===== config.mk =====
export PLATFORM = sky130hd
export DESIGN_NAME = sprite_line_engine
export DESIGN_NICKNAME = d
export VERILOG_FILES = /design/src/rtl/sprite_pkg.sv /design/src/rtl/sprite_attr_if.sv /design/src/rtl/sprite_attr_fetch.sv /design/src/rtl/sprite_attr_queue.sv /design/src/rtl/sprite_pixel_pipe.sv /design/src/rtl/sprite_line_engine.sv
export SDC_FILE = /design/constraint.sdc
export NUM_CORES = 1
export LEC_CHECK = 0
export ABC_AREA = 1
export BUFFER_PORTS_ARGS = -buffer_cell sky130_fd_sc_hd__buf_2
export CORE_ASPECT_RATIO = 1.25
export CORE_MARGIN = 3
export CORE_UTILIZATION = 62
export CTS_CLUSTER_DIAMETER = 50
export DETAILED_ROUTE_END_ITERATION = 12
export PLACE_DENSITY = 0.82
export SYNTH_ARGS = -nofsm -noshare
export SYNTH_HDL_FRONTEND = slang
export SYNTH_HIERARCHICAL = 1
export SYNTH_SLANG_ARGS = --single-unit

===== constraint.sdc =====
create_clock -name clk -period 7.4 [get_ports clk]
set_input_delay 0.37 -clock clk [delete_from_list [all_inputs] [get_ports clk]]
set_output_delay 0.37 -clock clk [all_outputs]
set_load 0.03 [all_outputs]

===== src/rtl/sprite_pkg.sv =====
`default_nettype none

package sprite_pkg;

  typedef logic [6:0]  sprite_idx_t;
  typedef logic [7:0]  param_addr_t;
  typedef logic [31:0] param_word_t;
  typedef logic [8:0]  screen_x_t;
  typedef logic [7:0]  screen_y_t;
  typedef logic [1:0]  tile_size_t;
  typedef logic [7:0]  tile_dim_t;
  typedef logic [3:0]  tile_bank_t;
  typedef logic [11:0] tile_idx_t;
  typedef logic [15:0] tile_addr_t;
  typedef logic [7:0]  pal_idx_t;
  typedef logic [1:0]  pal_bank_t;
  typedef logic [3:0]  pal_no_t;
  typedef logic [9:0]  pal_addr_t;
  typedef logic [31:0] color_t;

  // attribute word 0
  localparam int W0_EN_BIT    = 31;
  localparam int W0_SIZE_LSB  = 24;
  localparam int W0_X_LSB     = 8;
  localparam int W0_Y_LSB     = 0;

  // attribute word 1
  localparam int W1_TBANK_LSB = 28;
  localparam int W1_TIDX_LSB  = 16;
  localparam int W1_PMODE_BIT = 6;
  localparam int W1_PBANK_LSB = 4;
  localparam int W1_PNO_LSB   = 0;

  localparam int ATTR_WORDS   = 2;
  localparam int HW_TILE_W    = 8;
  localparam int HW_TILE_H    = 8;

  typedef enum logic [2:0] {
    FS_IDLE,
    FS_RD0,
    FS_RD1,
    FS_DECIDE,
    FS_WAIT_ROOM
  } fetch_state_t;

  // square sprites of 8 << size code pixels
  function automatic tile_dim_t size_to_dim(tile_size_t size);
    return tile_dim_t'(HW_TILE_W) << size;
  endfunction

endpackage

`default_nettype wire


===== src/rtl/sprite_attr_if.sv =====
`default_nettype none
`timescale 1ns/100ps

interface sprite_attr_if
  import sprite_pkg::*;
();

  // queue head is valid while empty is low
  logic       enable;
  tile_size_t size;
  screen_x_t  x;
  screen_y_t  y;
  tile_bank_t tile_bank;
  tile_idx_t  tile_idx;
  logic       pal_mode;
  pal_bank_t  pal_bank;
  pal_no_t    pal_no;
  logic       empty;
  logic       pop;

  modport source (
    output enable, size, x, y, tile_bank, tile_idx, pal_mode, pal_bank, pal_no, empty,
    input  pop
  );

  modport sink (
    input  enable, size, x, y, tile_bank, tile_idx, pal_mode, pal_bank, pal_no, empty,
    output pop
  );

endinterface

`default_nettype wire


===== src/rtl/sprite_attr_fetch.sv =====
`default_nettype none
`timescale 1ns/100ps

module sprite_attr_fetch
  import sprite_pkg::*;
#(
  parameter int SPRITE_COUNT = 128
) (
  input  wire              clk,
  input  wire              rst_n,
  input  wire              line_start,
  input  wire screen_y_t   line_y,
  output logic             scan_done,
  output screen_y_t        cur_y,
  output logic             param_en,
  output param_addr_t      param_addr,
  input  wire param_word_t param_data,
  output logic             push,
  output logic             rec_enable,
  output tile_size_t       rec_size,
  output screen_x_t        rec_x,
  output screen_y_t        rec_y,
  output tile_bank_t       rec_tile_bank,
  output tile_idx_t        rec_tile_idx,
  output logic             rec_pal_mode,
  output pal_bank_t        rec_pal_bank,
  output pal_no_t          rec_pal_no,
  input  wire              full
);

  fetch_state_t state;
  sprite_idx_t  idx;
  logic         w1_sent;
  param_word_t  hold_w0;
  param_word_t  hold_w1;
  logic [8:0]   y_end;
  logic         covers;
  logic         last_idx;
  logic         advance;

  // word 0 goes out in RD0 and word 1 in the first RD1 cycle
  assign param_en   = (state == FS_RD0) || (state == FS_RD1 && !w1_sent);
  assign param_addr = param_addr_t'(ATTR_WORDS * idx) + param_addr_t'(state == FS_RD1);

  assign rec_enable    = hold_w0[W0_EN_BIT];
  assign rec_size      = hold_w0[W0_SIZE_LSB +: $bits(tile_size_t)];
  assign rec_x         = hold_w0[W0_X_LSB +: $bits(screen_x_t)];
  assign rec_y         = hold_w0[W0_Y_LSB +: $bits(screen_y_t)];
  assign rec_tile_bank = hold_w1[W1_TBANK_LSB +: $bits(tile_bank_t)];
  assign rec_tile_idx  = hold_w1[W1_TIDX_LSB +: $bits(tile_idx_t)];
  assign rec_pal_mode  = hold_w1[W1_PMODE_BIT];
  assign rec_pal_bank  = hold_w1[W1_PBANK_LSB +: $bits(pal_bank_t)];
  assign rec_pal_no    = hold_w1[W1_PNO_LSB +: $bits(pal_no_t)];

  // y + dim kept at 9 bits so it cannot wrap
  assign y_end    = {1'b0, rec_y} + {1'b0, size_to_dim(rec_size)};
  assign covers   = rec_enable && (cur_y >= rec_y) && ({1'b0, cur_y} < y_end);
  assign last_idx = (idx == sprite_idx_t'(SPRITE_COUNT - 1));

  assign push    = covers && !full && (state == FS_DECIDE || state == FS_WAIT_ROOM);
  assign advance = (!covers || !full) && (state == FS_DECIDE || state == FS_WAIT_ROOM);

  always_ff @(posedge clk) begin
    if (!rst_n) begin
      state     <= FS_IDLE;
      idx       <= '0;
      w1_sent   <= 1'b0;
      scan_done <= 1'b1;
      cur_y     <= '0;
    end else begin
      case (state)
        FS_IDLE: begin
          if (line_start) begin
            state     <= FS_RD0;
            idx       <= '0;
            scan_done <= 1'b0;
            cur_y     <= line_y;
          end
        end
        FS_RD0: begin
          state   <= FS_RD1;
          w1_sent <= 1'b0;
        end
        FS_RD1: begin
          w1_sent <= 1'b1;
          if (w1_sent) begin
            state <= FS_DECIDE;
          end
        end
        FS_DECIDE, FS_WAIT_ROOM: begin
          if (!advance) begin
            state <= FS_WAIT_ROOM;
          end else if (last_idx) begin
            state     <= FS_IDLE;
            scan_done <= 1'b1;
          end else begin
            state <= FS_RD0;
            idx   <= idx + sprite_idx_t'(1);
          end
        end
        default: state <= FS_IDLE;
      endcase
    end
  end

  // memory answers one cycle after the request
  always_ff @(posedge clk) begin
    if (state == FS_RD1 && !w1_sent) begin
      hold_w0 <= param_data;
    end
    if (state == FS_RD1 && w1_sent) begin
      hold_w1 <= param_data;
    end
  end

endmodule

`default_nettype wire


===== src/rtl/sprite_attr_queue.sv =====
`default_nettype none
`timescale 1ns/100ps

module sprite_attr_queue
  import sprite_pkg::*;
(
  input  wire             clk,
  input  wire             rst_n,
  input  wire             push,
  input  wire             rec_enable,
  input  wire tile_size_t rec_size,
  input  wire screen_x_t  rec_x,
  input  wire screen_y_t  rec_y,
  input  wire tile_bank_t rec_tile_bank,
  input  wire tile_idx_t  rec_tile_idx,
  input  wire             rec_pal_mode,
  input  wire pal_bank_t  rec_pal_bank,
  input  wire pal_no_t    rec_pal_no,
  output logic            full,
  sprite_attr_if.source   attr
);

  localparam int REC_W = 2 + $bits(tile_size_t) + $bits(screen_x_t) + $bits(screen_y_t) +
                         $bits(tile_bank_t) + $bits(tile_idx_t) + $bits(pal_bank_t) +
                         $bits(pal_no_t);

  logic [REC_W-1:0] store [2];
  logic             wr_ptr;
  logic             rd_ptr;
  logic [1:0]       count;
  logic             do_push;
  logic             do_pop;

  assign full       = (count == 2'd2);
  assign attr.empty = (count == 2'd0);
  assign do_push    = push && !full;
  assign do_pop     = attr.pop && !attr.empty;

  always_ff @(posedge clk) begin
    if (do_push) begin
      store[wr_ptr] <= {rec_enable, rec_size, rec_x, rec_y, rec_tile_bank, rec_tile_idx,
                        rec_pal_mode, rec_pal_bank, rec_pal_no};
    end
  end

  // simultaneous push and pop keeps the count
  always_ff @(posedge clk) begin
    if (!rst_n) begin
      wr_ptr <= 1'b0;
      rd_ptr <= 1'b0;
      count  <= 2'd0;
    end else begin
      wr_ptr <= wr_ptr ^ do_push;
      rd_ptr <= rd_ptr ^ do_pop;
      count  <= count + 2'(do_push) - 2'(do_pop);
    end
  end

  assign {attr.enable, attr.size, attr.x, attr.y, attr.tile_bank, attr.tile_idx,
          attr.pal_mode, attr.pal_bank, attr.pal_no} = store[rd_ptr];

endmodule

`default_nettype wire


===== src/rtl/sprite_pixel_pipe.sv =====
`default_nettype none
`timescale 1ns/100ps

module sprite_pixel_pipe
  import sprite_pkg::*;
(
  input  wire            clk,
  input  wire            rst_n,
  input  wire screen_y_t cur_y,
  sprite_attr_if.sink    attr,
  output logic           idle,
  output logic           tile_en,
  output tile_addr_t     tile_addr,
  input  wire pal_idx_t  tile_data,
  output logic           pal_en,
  output pal_addr_t      pal_addr,
  input  wire color_t    pal_data,
  output logic           line_bank,
  output logic           line_re,
  output screen_x_t      line_raddr,
  input  wire color_t    line_rdata,
  output logic           line_we,
  output screen_x_t      line_waddr,
  output color_t         line_wdata
);

  tile_dim_t  dim;
  tile_dim_t  ox;
  screen_y_t  oy;
  logic       active;
  logic       last_col;
  tile_idx_t  tile_no;
  tile_idx_t  pix_off;
  pal_idx_t   pal_entry;

  logic       s2_v;
  logic       s2_last;
  logic       s2_mode;
  pal_bank_t  s2_bank;
  pal_no_t    s2_no;
  screen_x_t  s2_addr;

  logic       s3_v;
  logic       s3_last;
  screen_x_t  s3_addr;

  logic       s4_v;
  logic       s4_last;
  screen_x_t  s4_addr;
  color_t     s4_src;

  logic       wr_v;
  logic       wr_last;

  function automatic color_t blend(color_t dst, color_t src);
    logic [7:0]  a;
    logic [15:0] mix;
    color_t      res;
    a   = src[31:24];
    res = dst;
    if (a == 8'hff) begin
      res = src;
    end else if (a != 8'h00) begin
      for (int c = 0; c < 3; c++) begin
        mix = dst[8*c +: 8] * (8'd255 - a) + src[8*c +: 8] * a;
        res[8*c +: 8] = mix[15:8];
      end
      res[31:24] = 8'((9'(dst[31:24]) + 9'(a)) >> 1);
    end
    return res;
  endfunction

  assign idle     = !(active || s2_v || s3_v || s4_v || wr_v);
  assign dim      = size_to_dim(attr.size);
  assign oy       = cur_y - attr.y;
  assign last_col = (ox == dim - tile_dim_t'(1));

  // stage 1 builds the tile address from 8x8 tiles laid out row by row
  assign tile_no = attr.tile_idx + tile_idx_t'(ox / HW_TILE_W) +
                   tile_idx_t'((oy / HW_TILE_H) * (dim / HW_TILE_W));
  assign pix_off = tile_idx_t'(tile_no * (HW_TILE_W * HW_TILE_H) +
                               (oy % HW_TILE_H) * HW_TILE_W + ox % HW_TILE_W);
  assign tile_en   = active;
  assign tile_addr = {attr.tile_bank, pix_off};

  // stage 2 forms the palette address
  assign pal_entry = s2_mode ? {s2_no, tile_data[3:0]} : tile_data;
  assign pal_en    = s2_v;
  assign pal_addr  = {s2_bank, pal_entry};

  // stage 3 reads back the destination pixel
  assign line_bank  = cur_y[0];
  assign line_re    = s3_v;
  assign line_raddr = s3_addr;

  assign line_we  = wr_v;
  assign attr.pop = wr_v && wr_last;

  always_ff @(posedge clk) begin
    if (!rst_n) begin
      active <= 1'b0;
      ox     <= '0;
      s2_v   <= 1'b0;
      s3_v   <= 1'b0;
      s4_v   <= 1'b0;
      wr_v   <= 1'b0;
    end else begin
      if (active) begin
        ox <= ox + tile_dim_t'(1);
        if (last_col) begin
          active <= 1'b0;
        end
      end else if (idle && !attr.empty) begin
        active <= 1'b1;
        ox     <= '0;
      end
      s2_v <= active;
      s3_v <= s2_v;
      s4_v <= s3_v;
      wr_v <= s4_v;
    end
  end

  // side-band follows the pixel down the stages
  always_ff @(posedge clk) begin
    s2_last <= last_col;
    s2_mode <= attr.pal_mode;
    s2_bank <= attr.pal_bank;
    s2_no   <= attr.pal_no;
    s2_addr <= attr.x + screen_x_t'(ox);

    s3_last <= s2_last;
    s3_addr <= s2_addr;

    s4_last <= s3_last;
    s4_addr <= s3_addr;
    s4_src  <= pal_data;

    // stage 4 blends over the pixel read back
    wr_last    <= s4_last;
    line_waddr <= s4_addr;
    line_wdata <= blend(line_rdata, s4_src);
  end

endmodule

`default_nettype wire


===== src/rtl/sprite_line_engine.sv =====
`default_nettype none
`timescale 1ns/100ps

module sprite_line_engine
  import sprite_pkg::*;
#(
  parameter int SPRITE_COUNT = 128
) (
  input  wire              clk,
  input  wire              rst_n,
  input  wire              line_start,
  input  wire screen_y_t   line_y,
  output logic             line_busy,
  output logic             param_en,
  output param_addr_t      param_addr,
  input  wire param_word_t param_data,
  output logic             tile_en,
  output tile_addr_t       tile_addr,
  input  wire pal_idx_t    tile_data,
  output logic             pal_en,
  output pal_addr_t        pal_addr,
  input  wire color_t      pal_data,
  output logic             line_bank,
  output logic             line_re,
  output screen_x_t        line_raddr,
  input  wire color_t      line_rdata,
  output logic             line_we,
  output screen_x_t        line_waddr,
  output color_t           line_wdata
);

  logic       start_ok;
  logic       scan_done;
  screen_y_t  cur_y;
  logic       push;
  logic       full;
  logic       pipe_idle;
  logic       rec_enable;
  tile_size_t rec_size;
  screen_x_t  rec_x;
  screen_y_t  rec_y;
  tile_bank_t rec_tile_bank;
  tile_idx_t  rec_tile_idx;
  logic       rec_pal_mode;
  pal_bank_t  rec_pal_bank;
  pal_no_t    rec_pal_no;

  sprite_attr_if attr ();

  // a new line only starts once the previous one is fully written
  assign start_ok = line_start && !line_busy;

  always_ff @(posedge clk) begin
    if (!rst_n) begin
      line_busy <= 1'b0;
    end else if (start_ok) begin
      line_busy <= 1'b1;
    end else if (line_busy && scan_done && attr.empty && pipe_idle) begin
      line_busy <= 1'b0;
    end
  end

  sprite_attr_fetch #(
    .SPRITE_COUNT (SPRITE_COUNT)
  ) u_fetch (
    .clk           (clk),
    .rst_n         (rst_n),
    .line_start    (start_ok),
    .line_y        (line_y),
    .scan_done     (scan_done),
    .cur_y         (cur_y),
    .param_en      (param_en),
    .param_addr    (param_addr),
    .param_data    (param_data),
    .push          (push),
    .rec_enable    (rec_enable),
    .rec_size      (rec_size),
    .rec_x         (rec_x),
    .rec_y         (rec_y),
    .rec_tile_bank (rec_tile_bank),
    .rec_tile_idx  (rec_tile_idx),
    .rec_pal_mode  (rec_pal_mode),
    .rec_pal_bank  (rec_pal_bank),
    .rec_pal_no    (rec_pal_no),
    .full          (full)
  );

  sprite_attr_queue u_queue (
    .clk           (clk),
    .rst_n         (rst_n),
    .push          (push),
    .rec_enable    (rec_enable),
    .rec_size      (rec_size),
    .rec_x         (rec_x),
    .rec_y         (rec_y),
    .rec_tile_bank (rec_tile_bank),
    .rec_tile_idx  (rec_tile_idx),
    .rec_pal_mode  (rec_pal_mode),
    .rec_pal_bank  (rec_pal_bank),
    .rec_pal_no    (rec_pal_no),
    .full          (full),
    .attr          (attr.source)
  );

  sprite_pixel_pipe u_pipe (
    .clk        (clk),
    .rst_n      (rst_n),
    .cur_y      (cur_y),
    .attr       (attr.sink),
    .idle       (pipe_idle),
    .tile_en    (tile_en),
    .tile_addr  (tile_addr),
    .tile_data  (tile_data),
    .pal_en     (pal_en),
    .pal_addr   (pal_addr),
    .pal_data   (pal_data),
    .line_bank  (line_bank),
    .line_re    (line_re),
    .line_raddr (line_raddr),
    .line_rdata (line_rdata),
    .line_we    (line_we),
    .line_waddr (line_waddr),
    .line_wdata (line_wdata)
  );

endmodule

`default_nettype wire


==> run metrics, run 1 <==
run status completed; Worst Path Arrival 6100 ps; Hold Crit Class in -> reg; pin count of the biggest net entering global routing 42; count of yosys warnings during synthesis 6; Clock power frac 13.6%; wire length reported by the detailed router 61.5 mm; routability cong. 0.915; Critical Path Source Type register; Layout Cell Area excl Fill 27000 um^2; initial core utilization 63.0%; Least-Margin Pin Slew 1220 ps; overall global routing resource usage 30.0%; Port Buffer Count 193; internal power contribution 5360 uW; DRT antenna net count 0; clock skew 21.6 ps; number of buffers inserted during clock tree synthesis 30; first-pass GRT wire length 99.0 mm; number of hold buffers added after cts 63; Met3 Wirelength 4.71 mm; # fillers 2711; wire length on met1 21.4 mm; Synth-to-Final Area Change 11.6%; die boundary height 227 um; number of cell rows 80; VDD IR-drop max 353 uV; TritonCTS clock tree yes; detailed route wirelength on metal2 31.9 mm; nets 3642; Avg Cell Area, Syn 8.70 um^2; Setup Fix Bufs, Post-CTS 0; total standard cell area after synthesis 24200 um^2; Max Freq 155 MHz; Final min period 6470 ps; Setup-failing EPs final 0; num ports 206; NetSw 5460 uW; final number of max-transition violations 0; maximum fanout along the worst path 18; total power per unit cell area 401 nW/um^2; die area 41400 um^2; Pre-Repair DR Iteration Count 6; RSZ-0062 raised after global routing false; portion of the clock cycle consumed by the worst path in the final layout 87.4%; via density per instance 5.40; average wire per standard cell 17.5 um; tightest slew margin relative to the limit 18.5%; sequential group share of total power 16.1%; Max Used Layer met4; Total Neg Setup Slack 0 ps; post-synth net total 3435; Max Cap Viol 0; cell leakage power 0.0148 uW; Critical Path Sink Type output port; layout cell share with drive strength beyond 1 11.2%; CTS H-Tree Depth 1; clk root buf sky130_fd_sc_hd__clkbuf_16; Resize count post-CTS 0; crit-path most repeated cell sky130_fd_sc_hd__nand2_1; initial antenna violation count 6; Sink Count 259; CTS Buffer Depth 3; Clock Pin Slew Worst Setup and Hold Paths 60 ps; CP Class reg -> out; Worst-Skew Late Latency 610 ps; DP HPWL 44.6 mm; vias in the first global route 20700; Iteration-0 DRC Markers 1262; required time of the critical path 7030 ps; instance count of the mapped netlist 2777; switching portion of total power 50.5%; relative contribution of combinational cells to total power 70.2%; maximum single-stage delay on the critical path 760 ps; via total after detailed routing 18900; width of the die 183 um; placed cell areas 25300 um^2; gr ovfl total 0; detailed-route DRC error count 0; core region area 38300 um^2; cell with the biggest individual delay on the critical path sky130_fd_sc_hd__dfxtp_2; Hold Vio Cnt, Final 0
-- layer usage --
layer / vias up / GRT usage, %
li1: 8709 / -
met1: 9073 / 32.3
met2: 884 / 55.1
met3: 264 / 5.66
met4: 0 / 16.5
met5: - / 0
-- cells in the final DEF (no fill, tap or decap), types with 4 or more instances in the layout --
master	instances
sky130_fd_sc_hd__inv_6	6
sky130_fd_sc_hd__mux2_4	34
sky130_fd_sc_hd__clkbuf_16	31
sky130_fd_sc_hd__dlygate4sd3_1	63
sky130_fd_sc_hd__nand2_1	553
sky130_fd_sc_hd__xor2_1	24
sky130_fd_sc_hd__dfxtp_1	149
sky130_fd_sc_hd__nand2_2	4
sky130_fd_sc_hd__xnor2_1	16
sky130_fd_sc_hd__nor4_1	4
sky130_fd_sc_hd__edfxtp_1	109
sky130_fd_sc_hd__nor2_1	186
sky130_fd_sc_hd__inv_2	12
sky130_fd_sc_hd__a21oi_2	4
sky130_fd_sc_hd__clkbuf_1	7
sky130_fd_sc_hd__o21bai_1	5
sky130_fd_sc_hd__nor3_1	11
sky130_fd_sc_hd__nand3_1	84
sky130_fd_sc_hd__buf_4	16
sky130_fd_sc_hd__o21ai_0	39
sky130_fd_sc_hd__o21ai_1	5
sky130_fd_sc_hd__buf_2	193
sky130_fd_sc_hd__or2_2	4
sky130_fd_sc_hd__inv_1	733
sky130_fd_sc_hd__nand4_1	20
sky130_fd_sc_hd__diode_2	7
sky130_fd_sc_hd__ha_1	244
sky130_fd_sc_hd__o211ai_2	9
sky130_fd_sc_hd__fa_1	299
sky130_fd_sc_hd__a21oi_1	100
sky130_fd_sc_hd__mux2_2	6
-- flip-flops by register name (all words and copies together) (netlist names), 3 cells and up, named ones only --
| signal | cells |
|---|---|
| u_pipe/s2_no | 4 |
| u_pipe/s4_addr | 9 |
| u_pipe/line_waddr | 9 |
| u_fetch/hold_w0 | 20 |
| u_pipe/line_wdata | 32 |
| u_fetch/cur_y | 8 |
| u_pipe/ox | 8 |
| u_pipe/line_raddr | 9 |
| u_fetch/idx | 7 |
| u_fetch/state | 3 |
| u_fetch/hold_w1 | 17 |
| u_pipe/s2_addr | 9 |
| u_pipe/s4_src | 32 |
| u_queue/store | 72 |
-- layout make-up --
| cell class | instances | area (um^2) | share of cell area [%] |
|---|---|---|---|
| diodes | 7 | 17.5 | 0.0650 |
| flip-flops and latches | 259 | 6280 | 23.3 |
| multi-input cells | 1677 | 14500 | 53.9 |
| repair buffers | 272 | 1720 | 6.37 |
| clock inverters | 16 | 176 | 0.654 |
| clock buffers | 40 | 821 | 3.04 |
| well taps | 492 | 616 | 2.28 |
| inverters | 744 | 2790 | 10.4 |
-- power groups by stage --
stage,Sequential (uW),Clock [uW],Combinational (uW)
floorplan,1890,0,5490
global placement,1770,0,7190
detailed placement,1770,0,7430
CTS,1740,1490,7510
global route,1750,1550,8660
finish,1750,1470,7600
-- per-stage QoR --
stage	cells	setup WS, ps	hold WS (ps)	power [uW]	utilization (%)
final	3507	930	27.8	10800	70.3
after global placement	3381	1570	310	8960	66.0
after floorplan	2777	2160	310	7380	-
after CTS	3500	884	6.23	10700	70.3
after detailed placement	3381	1550	312	9200	66.0
after global routing	3502	567	30.4	12000	70.3
-- worst max-delay path, delay by kind of cell, from the launching register on --
family,cells,cell delay (ps)
simple gates,10,870
buf+inv,5,440
compound gates,1,190
flops,1,760
mux,1,350
xor+xnor,1,170
fa+ha+maj,7,2710
-- path summary, 6_finish.rpt --
kind / startpoint / cells past startpoint / end / slack (ps)
worst max register to register: u_pipe/s4_src[26] / 23 / u_pipe/line_wdata[20] / 1420
worst min register to register: u_pipe/s3_last / 0 / u_pipe/s4_last / 320
worst max-delay path: register / 25 / tile_addr[11] / 930
worst min-delay path: line_start / 3 / line_busy / 30
No activity file was read; power rests on OpenSTA's default activity.
==> run 2, diff against run 1 <==
--- a/config.mk
+++ b/config.mk
@@ -6,14 +6,15 @@
 export NUM_CORES = 1
 export LEC_CHECK = 0
 export ABC_AREA = 1
-export BUFFER_PORTS_ARGS = -buffer_cell sky130_fd_sc_hd__buf_2
 export CORE_ASPECT_RATIO = 1.25
 export CORE_MARGIN = 3
-export CORE_UTILIZATION = 62
+export CORE_UTILIZATION = 66
 export CTS_CLUSTER_DIAMETER = 50
 export DETAILED_ROUTE_END_ITERATION = 12
+export DONT_BUFFER_PORTS = 1
 export PLACE_DENSITY = 0.82
 export SYNTH_ARGS = -nofsm -noshare
 export SYNTH_HDL_FRONTEND = slang
 export SYNTH_HIERARCHICAL = 1
 export SYNTH_SLANG_ARGS = --single-unit
+export TNS_END_PERCENT = 5
==> run 2 against run 1 <==
  * Clock skew up 14 ps
  * Routed wire length is 0.98% higher
  * Critical path depth down 1
  * Register-to-register slack improved by 100 ps
  * Worst hold slack got worse by 10 ps
  * Utilization grew 3.3 points
  * Count of clock-buffer cells in the layout decreased by 5
  * Non-clock buffer count is 168 lower
  * First-iteration DRC count increased by 20%
  * Largest power group unchanged
  * Die area shrank 5.9%
==> run metrics, run 2 (synthesis results as in run 1) <==
via density per instance 5.58; register name with the most flops u_queue/store; final number of max-transition violations 0; nets 3474; Iteration-0 DRC Markers 1510; Max Cap Viol 0; layout cell share with drive strength beyond 1 5.42%; vias in the first global route 20100; cell leakage power 0.0142 uW; Clock Pin Slew Worst Setup and Hold Paths 60 ps; Port Buffer Count 0; detailed-route DRC error count 0; flip-flop count of the largest register after layout 72; number of cell rows 77; Hold Crit Class in -> reg; Hold Vio Cnt, Final 0; Setup Fix Bufs, Post-CTS 0; Max Freq 147 MHz; endpoint of the worst register-to-register path u_pipe/line_wdata[4]; gr ovfl total 0; clock skew 35.6 ps; via total after detailed routing 18500; # fillers 2405; registers with the most flip-flops u_queue/store: 72 flops, u_pipe/line_wdata: 32 flops, u_pipe/s4_src: 32 flops; maximum fanout along the worst path 14; width of the die 177 um; VDD IR-drop max 314 uV; detailed route wirelength on metal2 32.0 mm; die boundary height 220 um; TritonCTS clock tree yes; Met3 Wirelength 5.35 mm; Final min period 6790 ps; CTS Buffer Depth 3; DP HPWL 44.3 mm; DRT antenna net count 0; portion of the clock cycle consumed by the worst path in the final layout 91.7%; Critical Path Sink Type output port; average wire per standard cell 18.7 um; Max Used Layer met5; wire length on met1 21.0 mm; number of buffers inserted during clock tree synthesis 30; required time of the critical path 7030 ps; CTS H-Tree Depth 1; pin count of the biggest net entering global routing 42; final cell utilization of the core 73.6%; initial antenna violation count 3; number of hold buffers added after cts 86; Total Neg Setup Slack 0 ps; total power per unit cell area 409 nW/um^2; Resize count post-CTS 0; Sink Count 259; Worst Path Arrival 6420 ps; tightest slew margin relative to the limit 31.3%; die area 38900 um^2; CP Class reg -> out; origin of the critical flop-to-flop path u_pipe/s4_src[30]; overall global routing resource usage 32.7%; num ports 206; clk root buf sky130_fd_sc_hd__clkbuf_16; Worst-Skew Late Latency 620 ps; Critical Path Source Type register; Pre-Repair DR Iteration Count 8; Least-Margin Pin Slew 1030 ps; most used cells in the layout excluding fill and tap cells sky130_fd_sc_hd__inv_1 (732), sky130_fd_sc_hd__nand2_1 (553), sky130_fd_sc_hd__fa_1 (299); register-to-register setup slack 1520 ps; Setup-failing EPs final 0; core region area 35700 um^2; first-pass GRT wire length 100 mm; wire length reported by the detailed router 62.1 mm; most common cell after layout, fill and taps aside sky130_fd_sc_hd__inv_1; end of the critical path tile_addr[11]; initial core utilization 67.6%; Synth-to-Final Area Change 8.95%; RSZ-0062 raised after global routing false; routability cong. 0.907; worst reg-to-reg path cell count 19; run status completed
-- run 2: cell count changes in the layout (fill, tap and decap cells not counted), moves of 4 or more --
cell,change
sky130_fd_sc_hd__clkinvlp_4,+4
sky130_fd_sc_hd__dlygate4sd3_1,+23
sky130_fd_sc_hd__buf_2,-193
sky130_fd_sc_hd__diode_2,-6
sky130_fd_sc_hd__clkbuf_1,-6
-- run 2: power by group --
group	total [uW]	leakage, uW	switching [uW]	internal [uW]
Combinational	7240	0.0114	4430	2800
Sequential	1920	0.00223	246	1670
Clock	1610	0.000534	682	927
-- run 2: final cells by class --
cell class	count	area, um^2	area share, %
sequential	259	6280	23.9
clock buffer	35	823	3.13
clock inverter	21	284	1.08
multi-input combinational	1677	14500	55.3
inverter	744	2790	10.6
tap	474	593	2.25
antenna	1	2.50	0.00951
timing repair buffer	104	996	3.78
-- run 2: critical path, stage by stage (launching register included) --
cell	delay [ps]
sky130_fd_sc_hd__dfxtp_2	650
sky130_fd_sc_hd__mux2_4	350
sky130_fd_sc_hd__ha_1	230
sky130_fd_sc_hd__fa_1	440
sky130_fd_sc_hd__inv_1	90
sky130_fd_sc_hd__nand2_1	80
sky130_fd_sc_hd__nand4_1	140
sky130_fd_sc_hd__and2_1	200
sky130_fd_sc_hd__nand2_1	90
sky130_fd_sc_hd__fa_1	550
sky130_fd_sc_hd__inv_1	50
sky130_fd_sc_hd__ha_1	280
sky130_fd_sc_hd__inv_1	60
sky130_fd_sc_hd__fa_1	470
sky130_fd_sc_hd__fa_1	500
sky130_fd_sc_hd__inv_1	50
sky130_fd_sc_hd__ha_1	340
sky130_fd_sc_hd__nand2_1	100
sky130_fd_sc_hd__nand2_1	70
sky130_fd_sc_hd__a21oi_1	190
sky130_fd_sc_hd__xnor2_1	200
sky130_fd_sc_hd__nand3_1	190
sky130_fd_sc_hd__nand2_1	110
sky130_fd_sc_hd__nand2_1	90
sky130_fd_sc_hd__nand2_1	280
-- run 2: through the flow --
step / setup slack [ps] / instance area (um^2) / power, uW / hold slack (ps) / instances
finish: 615 / 26300 / 10800 / 17.6 / 3315
global route: 454 / 26300 / 11900 / 18.8 / 3315
CTS: 899 / 26300 / 10700 / 7.75 / 3314
detailed placement: 1640 / 24300 / 8990 / 312 / 3172
global placement: 1700 / 24300 / 8790 / 310 / 3172
floorplan: 2160 / 24200 / 7380 / 310 / 2777
-- run 2: worst min path at each step --
stage | slack (ps) | cells after the start | endpoint | from
after detailed placement | 310 | 0 | u_pipe/line_waddr[8] | u_pipe/s4_addr[8]
after CTS | 8 | 2 | u_pipe/line_wdata[0] | line_rdata[0]
after global placement | 310 | 0 | u_pipe/line_waddr[8] | u_pipe/s4_addr[8]
final | 20 | 2 | u_pipe/line_wdata[0] | line_rdata[0]
after floorplan | 310 | 0 | u_pipe/line_raddr[0] | u_pipe/s2_addr[0]
after global routing | 20 | 2 | u_pipe/line_wdata[0] | line_rdata[0]
-- run 2: per-layer routing --
metal | up-vias | global-route usage [%]
met4 | 4 | 17.8
met2 | 952 | 59.5
met3 | 278 | 6.74
li1 | 8365 | -
met5 | - | 0
met1 | 8903 | 35.5
==> run 3, diff against run 2 <==
--- a/config.mk
+++ b/config.mk
@@ -6,7 +6,6 @@
 export NUM_CORES = 1
 export LEC_CHECK = 0
 export ABC_AREA = 1
-export CORE_ASPECT_RATIO = 1.25
 export CORE_MARGIN = 3
 export CORE_UTILIZATION = 66
 export CTS_CLUSTER_DIAMETER = 50
==> run 3 against run 2 <==
  * Sequential power is essentially flat
  * Via count rose by 1.2%
  * Final cell count decreased by 0.60%
  * Global-route usage up 0.41 points
  * Largest power group unchanged
  * Fmax increased by 3.2%
  * Critical path depth is 3 higher
  * Routed wire length increased by 2.8%
  * Worst setup slack better by 210 ps
  * Sequential cell count did not move
==> run metrics, run 3 (synthesis results as in run 1) <==
CTS Buffer Depth 3; Critical Path Source Type register; DRT antenna net count 0; final number of max-transition violations 0; endpoint of the worst register-to-register path u_pipe/line_wdata[6]; crit-path most repeated cell sky130_fd_sc_hd__nand2_1; wire length reported by the detailed router 63.9 mm; maximum single-stage delay on the critical path 550 ps; number of instances in the placed design 3151; Resize count post-CTS 0; routability cong. 0.936; Layout Cell Area excl Fill 26200 um^2; FF+latch area 6280 um^2; Setup Fix Bufs, Post-CTS 0; most common cell after layout, fill and taps aside sky130_fd_sc_hd__inv_1; cell leakage power 0.0141 uW; registers with the most flip-flops u_queue/store: 72 flops, u_pipe/line_wdata: 32 flops, u_pipe/s4_src: 32 flops; Final min period 6580 ps; via total after detailed routing 18700; post-layout instance count excluding filler cells 3295; placed cell areas 24300 um^2; Worst Path Arrival 6210 ps; end point of the most critical hold path u_pipe/line_wdata[2]; DP HPWL 43.0 mm; Synth-to-Final Area Change 8.66%; portion of the clock cycle consumed by the worst path in the final layout 88.9%; num ports 206; Total Power 11000 uW; Least-Margin Pin Slew 1250 ps; gr ovfl total 0; Hold Crit Class in -> reg; Clock Pin Slew Worst Setup and Hold Paths 60 ps; width of the die 197 um; nets 3461; register name with the most flops u_queue/store; hold depth 2; cell with the biggest individual delay on the critical path sky130_fd_sc_hd__dfxtp_2; worst setup slack before clock tree synthesis 1470 ps; run status completed; first-pass GRT wire length 101 mm; layout cell share with drive strength beyond 1 5.34%; family with the most delay on the worst path adder cells; required time of the critical path 7030 ps; most used cells in the layout excluding fill and tap cells sky130_fd_sc_hd__inv_1 (732), sky130_fd_sc_hd__nand2_1 (553), sky130_fd_sc_hd__fa_1 (299); pin count of the biggest net entering global routing 42; worst reg-to-reg path cell count 21; Max Freq 152 MHz; number of cell rows 69; origin of the critical flop-to-flop path u_pipe/s4_src[30]; detailed-route DRC error count 0; maximum fanout along the worst path 27; Buf+Inv Stages, Crit Path 6; total power per unit cell area 418 nW/um^2; VDD IR-drop max 499 uV; clock skew 38.5 ps; register-to-register setup slack 1420 ps; Hold Vio Cnt, Final 0; Max Cap Viol 0; initial antenna violation count 5; Total Neg Setup Slack 0 ps; Iteration-0 DRC Markers 1810; initial core utilization 67.4%; flip-flop count of the largest register after layout 72; Pre-Repair DR Iteration Count 8; number of buffers inserted during clock tree synthesis 34; average wire per standard cell 19.4 um; Worst-Skew Late Latency 560 ps; die boundary height 197 um; area taken by multi-input logic gates 14600 um^2; number of hold buffers added after cts 76; Critical Path Sink Type output port; worst hold start line_rdata[2]; die area 38900 um^2; RSZ-0062 raised after global routing false; CTS H-Tree Depth 2; overall global routing resource usage 33.1%; setup slack after layout 824 ps; TritonCTS clock tree yes; via density per instance 5.68; CP Class reg -> out; Port Buffer Count 0; tightest slew margin relative to the limit 16.5%; Setup-failing EPs final 0; # fillers 2347; clk root buf sky130_fd_sc_hd__clkbuf_16; Sink Count 259; vias in the first global route 20000; core region area 35800 um^2
-- run 3: cell count changes in the layout (fill, tap and decap cells not counted), moves of 3 or more --
cell / previous run / this run
sky130_fd_sc_hd__buf_4: 18 / 10
sky130_fd_sc_hd__clkbuf_16: 32 / 35
sky130_fd_sc_hd__clkinv_2: 1 / 4
sky130_fd_sc_hd__clkinvlp_4: 4 / 0
sky130_fd_sc_hd__diode_2: 1 / 6
sky130_fd_sc_hd__dlygate4sd3_1: 86 / 77
sky130_fd_sc_hd__inv_8: 1 / 6
-- run 3: worst register-to-register path, delay by kind of cell (launching register included) --
family | cells | cell delay, ps
AOI/OAI and AO/OA | 4 | 680
adders and majority gates | 7 | 3300
and+or+nand+nor | 4 | 450
DFF | 1 | 320
buffers and inverters | 6 | 1070
-- run 3: how the worst max path moves through the flow --
stage	start	end	slack (ps)	cells past startpoint
2_1_floorplan	register	tile_addr[11]	2160	22
6_report	register	tile_addr[11]	820	27
5_1_grt	register	tile_addr[11]	500	25
3_3_place_gp	register	tile_addr[11]	1570	23
3_5_place_dp	register	tile_addr[11]	1470	27
4_1_cts	register	tile_addr[11]	880	27
-- run 3: cell type report --
cell class | count | share of cell area, %
Antenna cell | 6 | 0.0572
Clock buffer | 38 | 3.42
Timing Repair Buffer | 87 | 3.22
Tap cell | 461 | 2.20
Inverter | 744 | 10.6
Clock inverter | 23 | 1.11
Sequential cell | 259 | 23.9
Multi-Input combinational cell | 1677 | 55.4
-- run 3: through the flow --
stage | util (%) | hold WS, ps
floorplan | - | 310
global placement | 67.8 | 309
detailed placement | 67.8 | 312
CTS | 73.2 | 1.80
global route | 73.2 | 36.5
finish | 73.3 | 38.9
-- run 3: routing by layer --
layer	up-vias	track usage (%)	part of all wire, %
li1	8350	-	-
met1	8891	38.5	35
met2	1148	55.4	48
met3	341	9.60	11
met4	2	18.7	6.2
met5	-	0	0.0078
-- run 3: report_power, final --
group          switching (uW)  internal, uW  total (uW)
sequential                253          1670        1930
clock                     712          1020        1730
combinational            4510          2790        7300
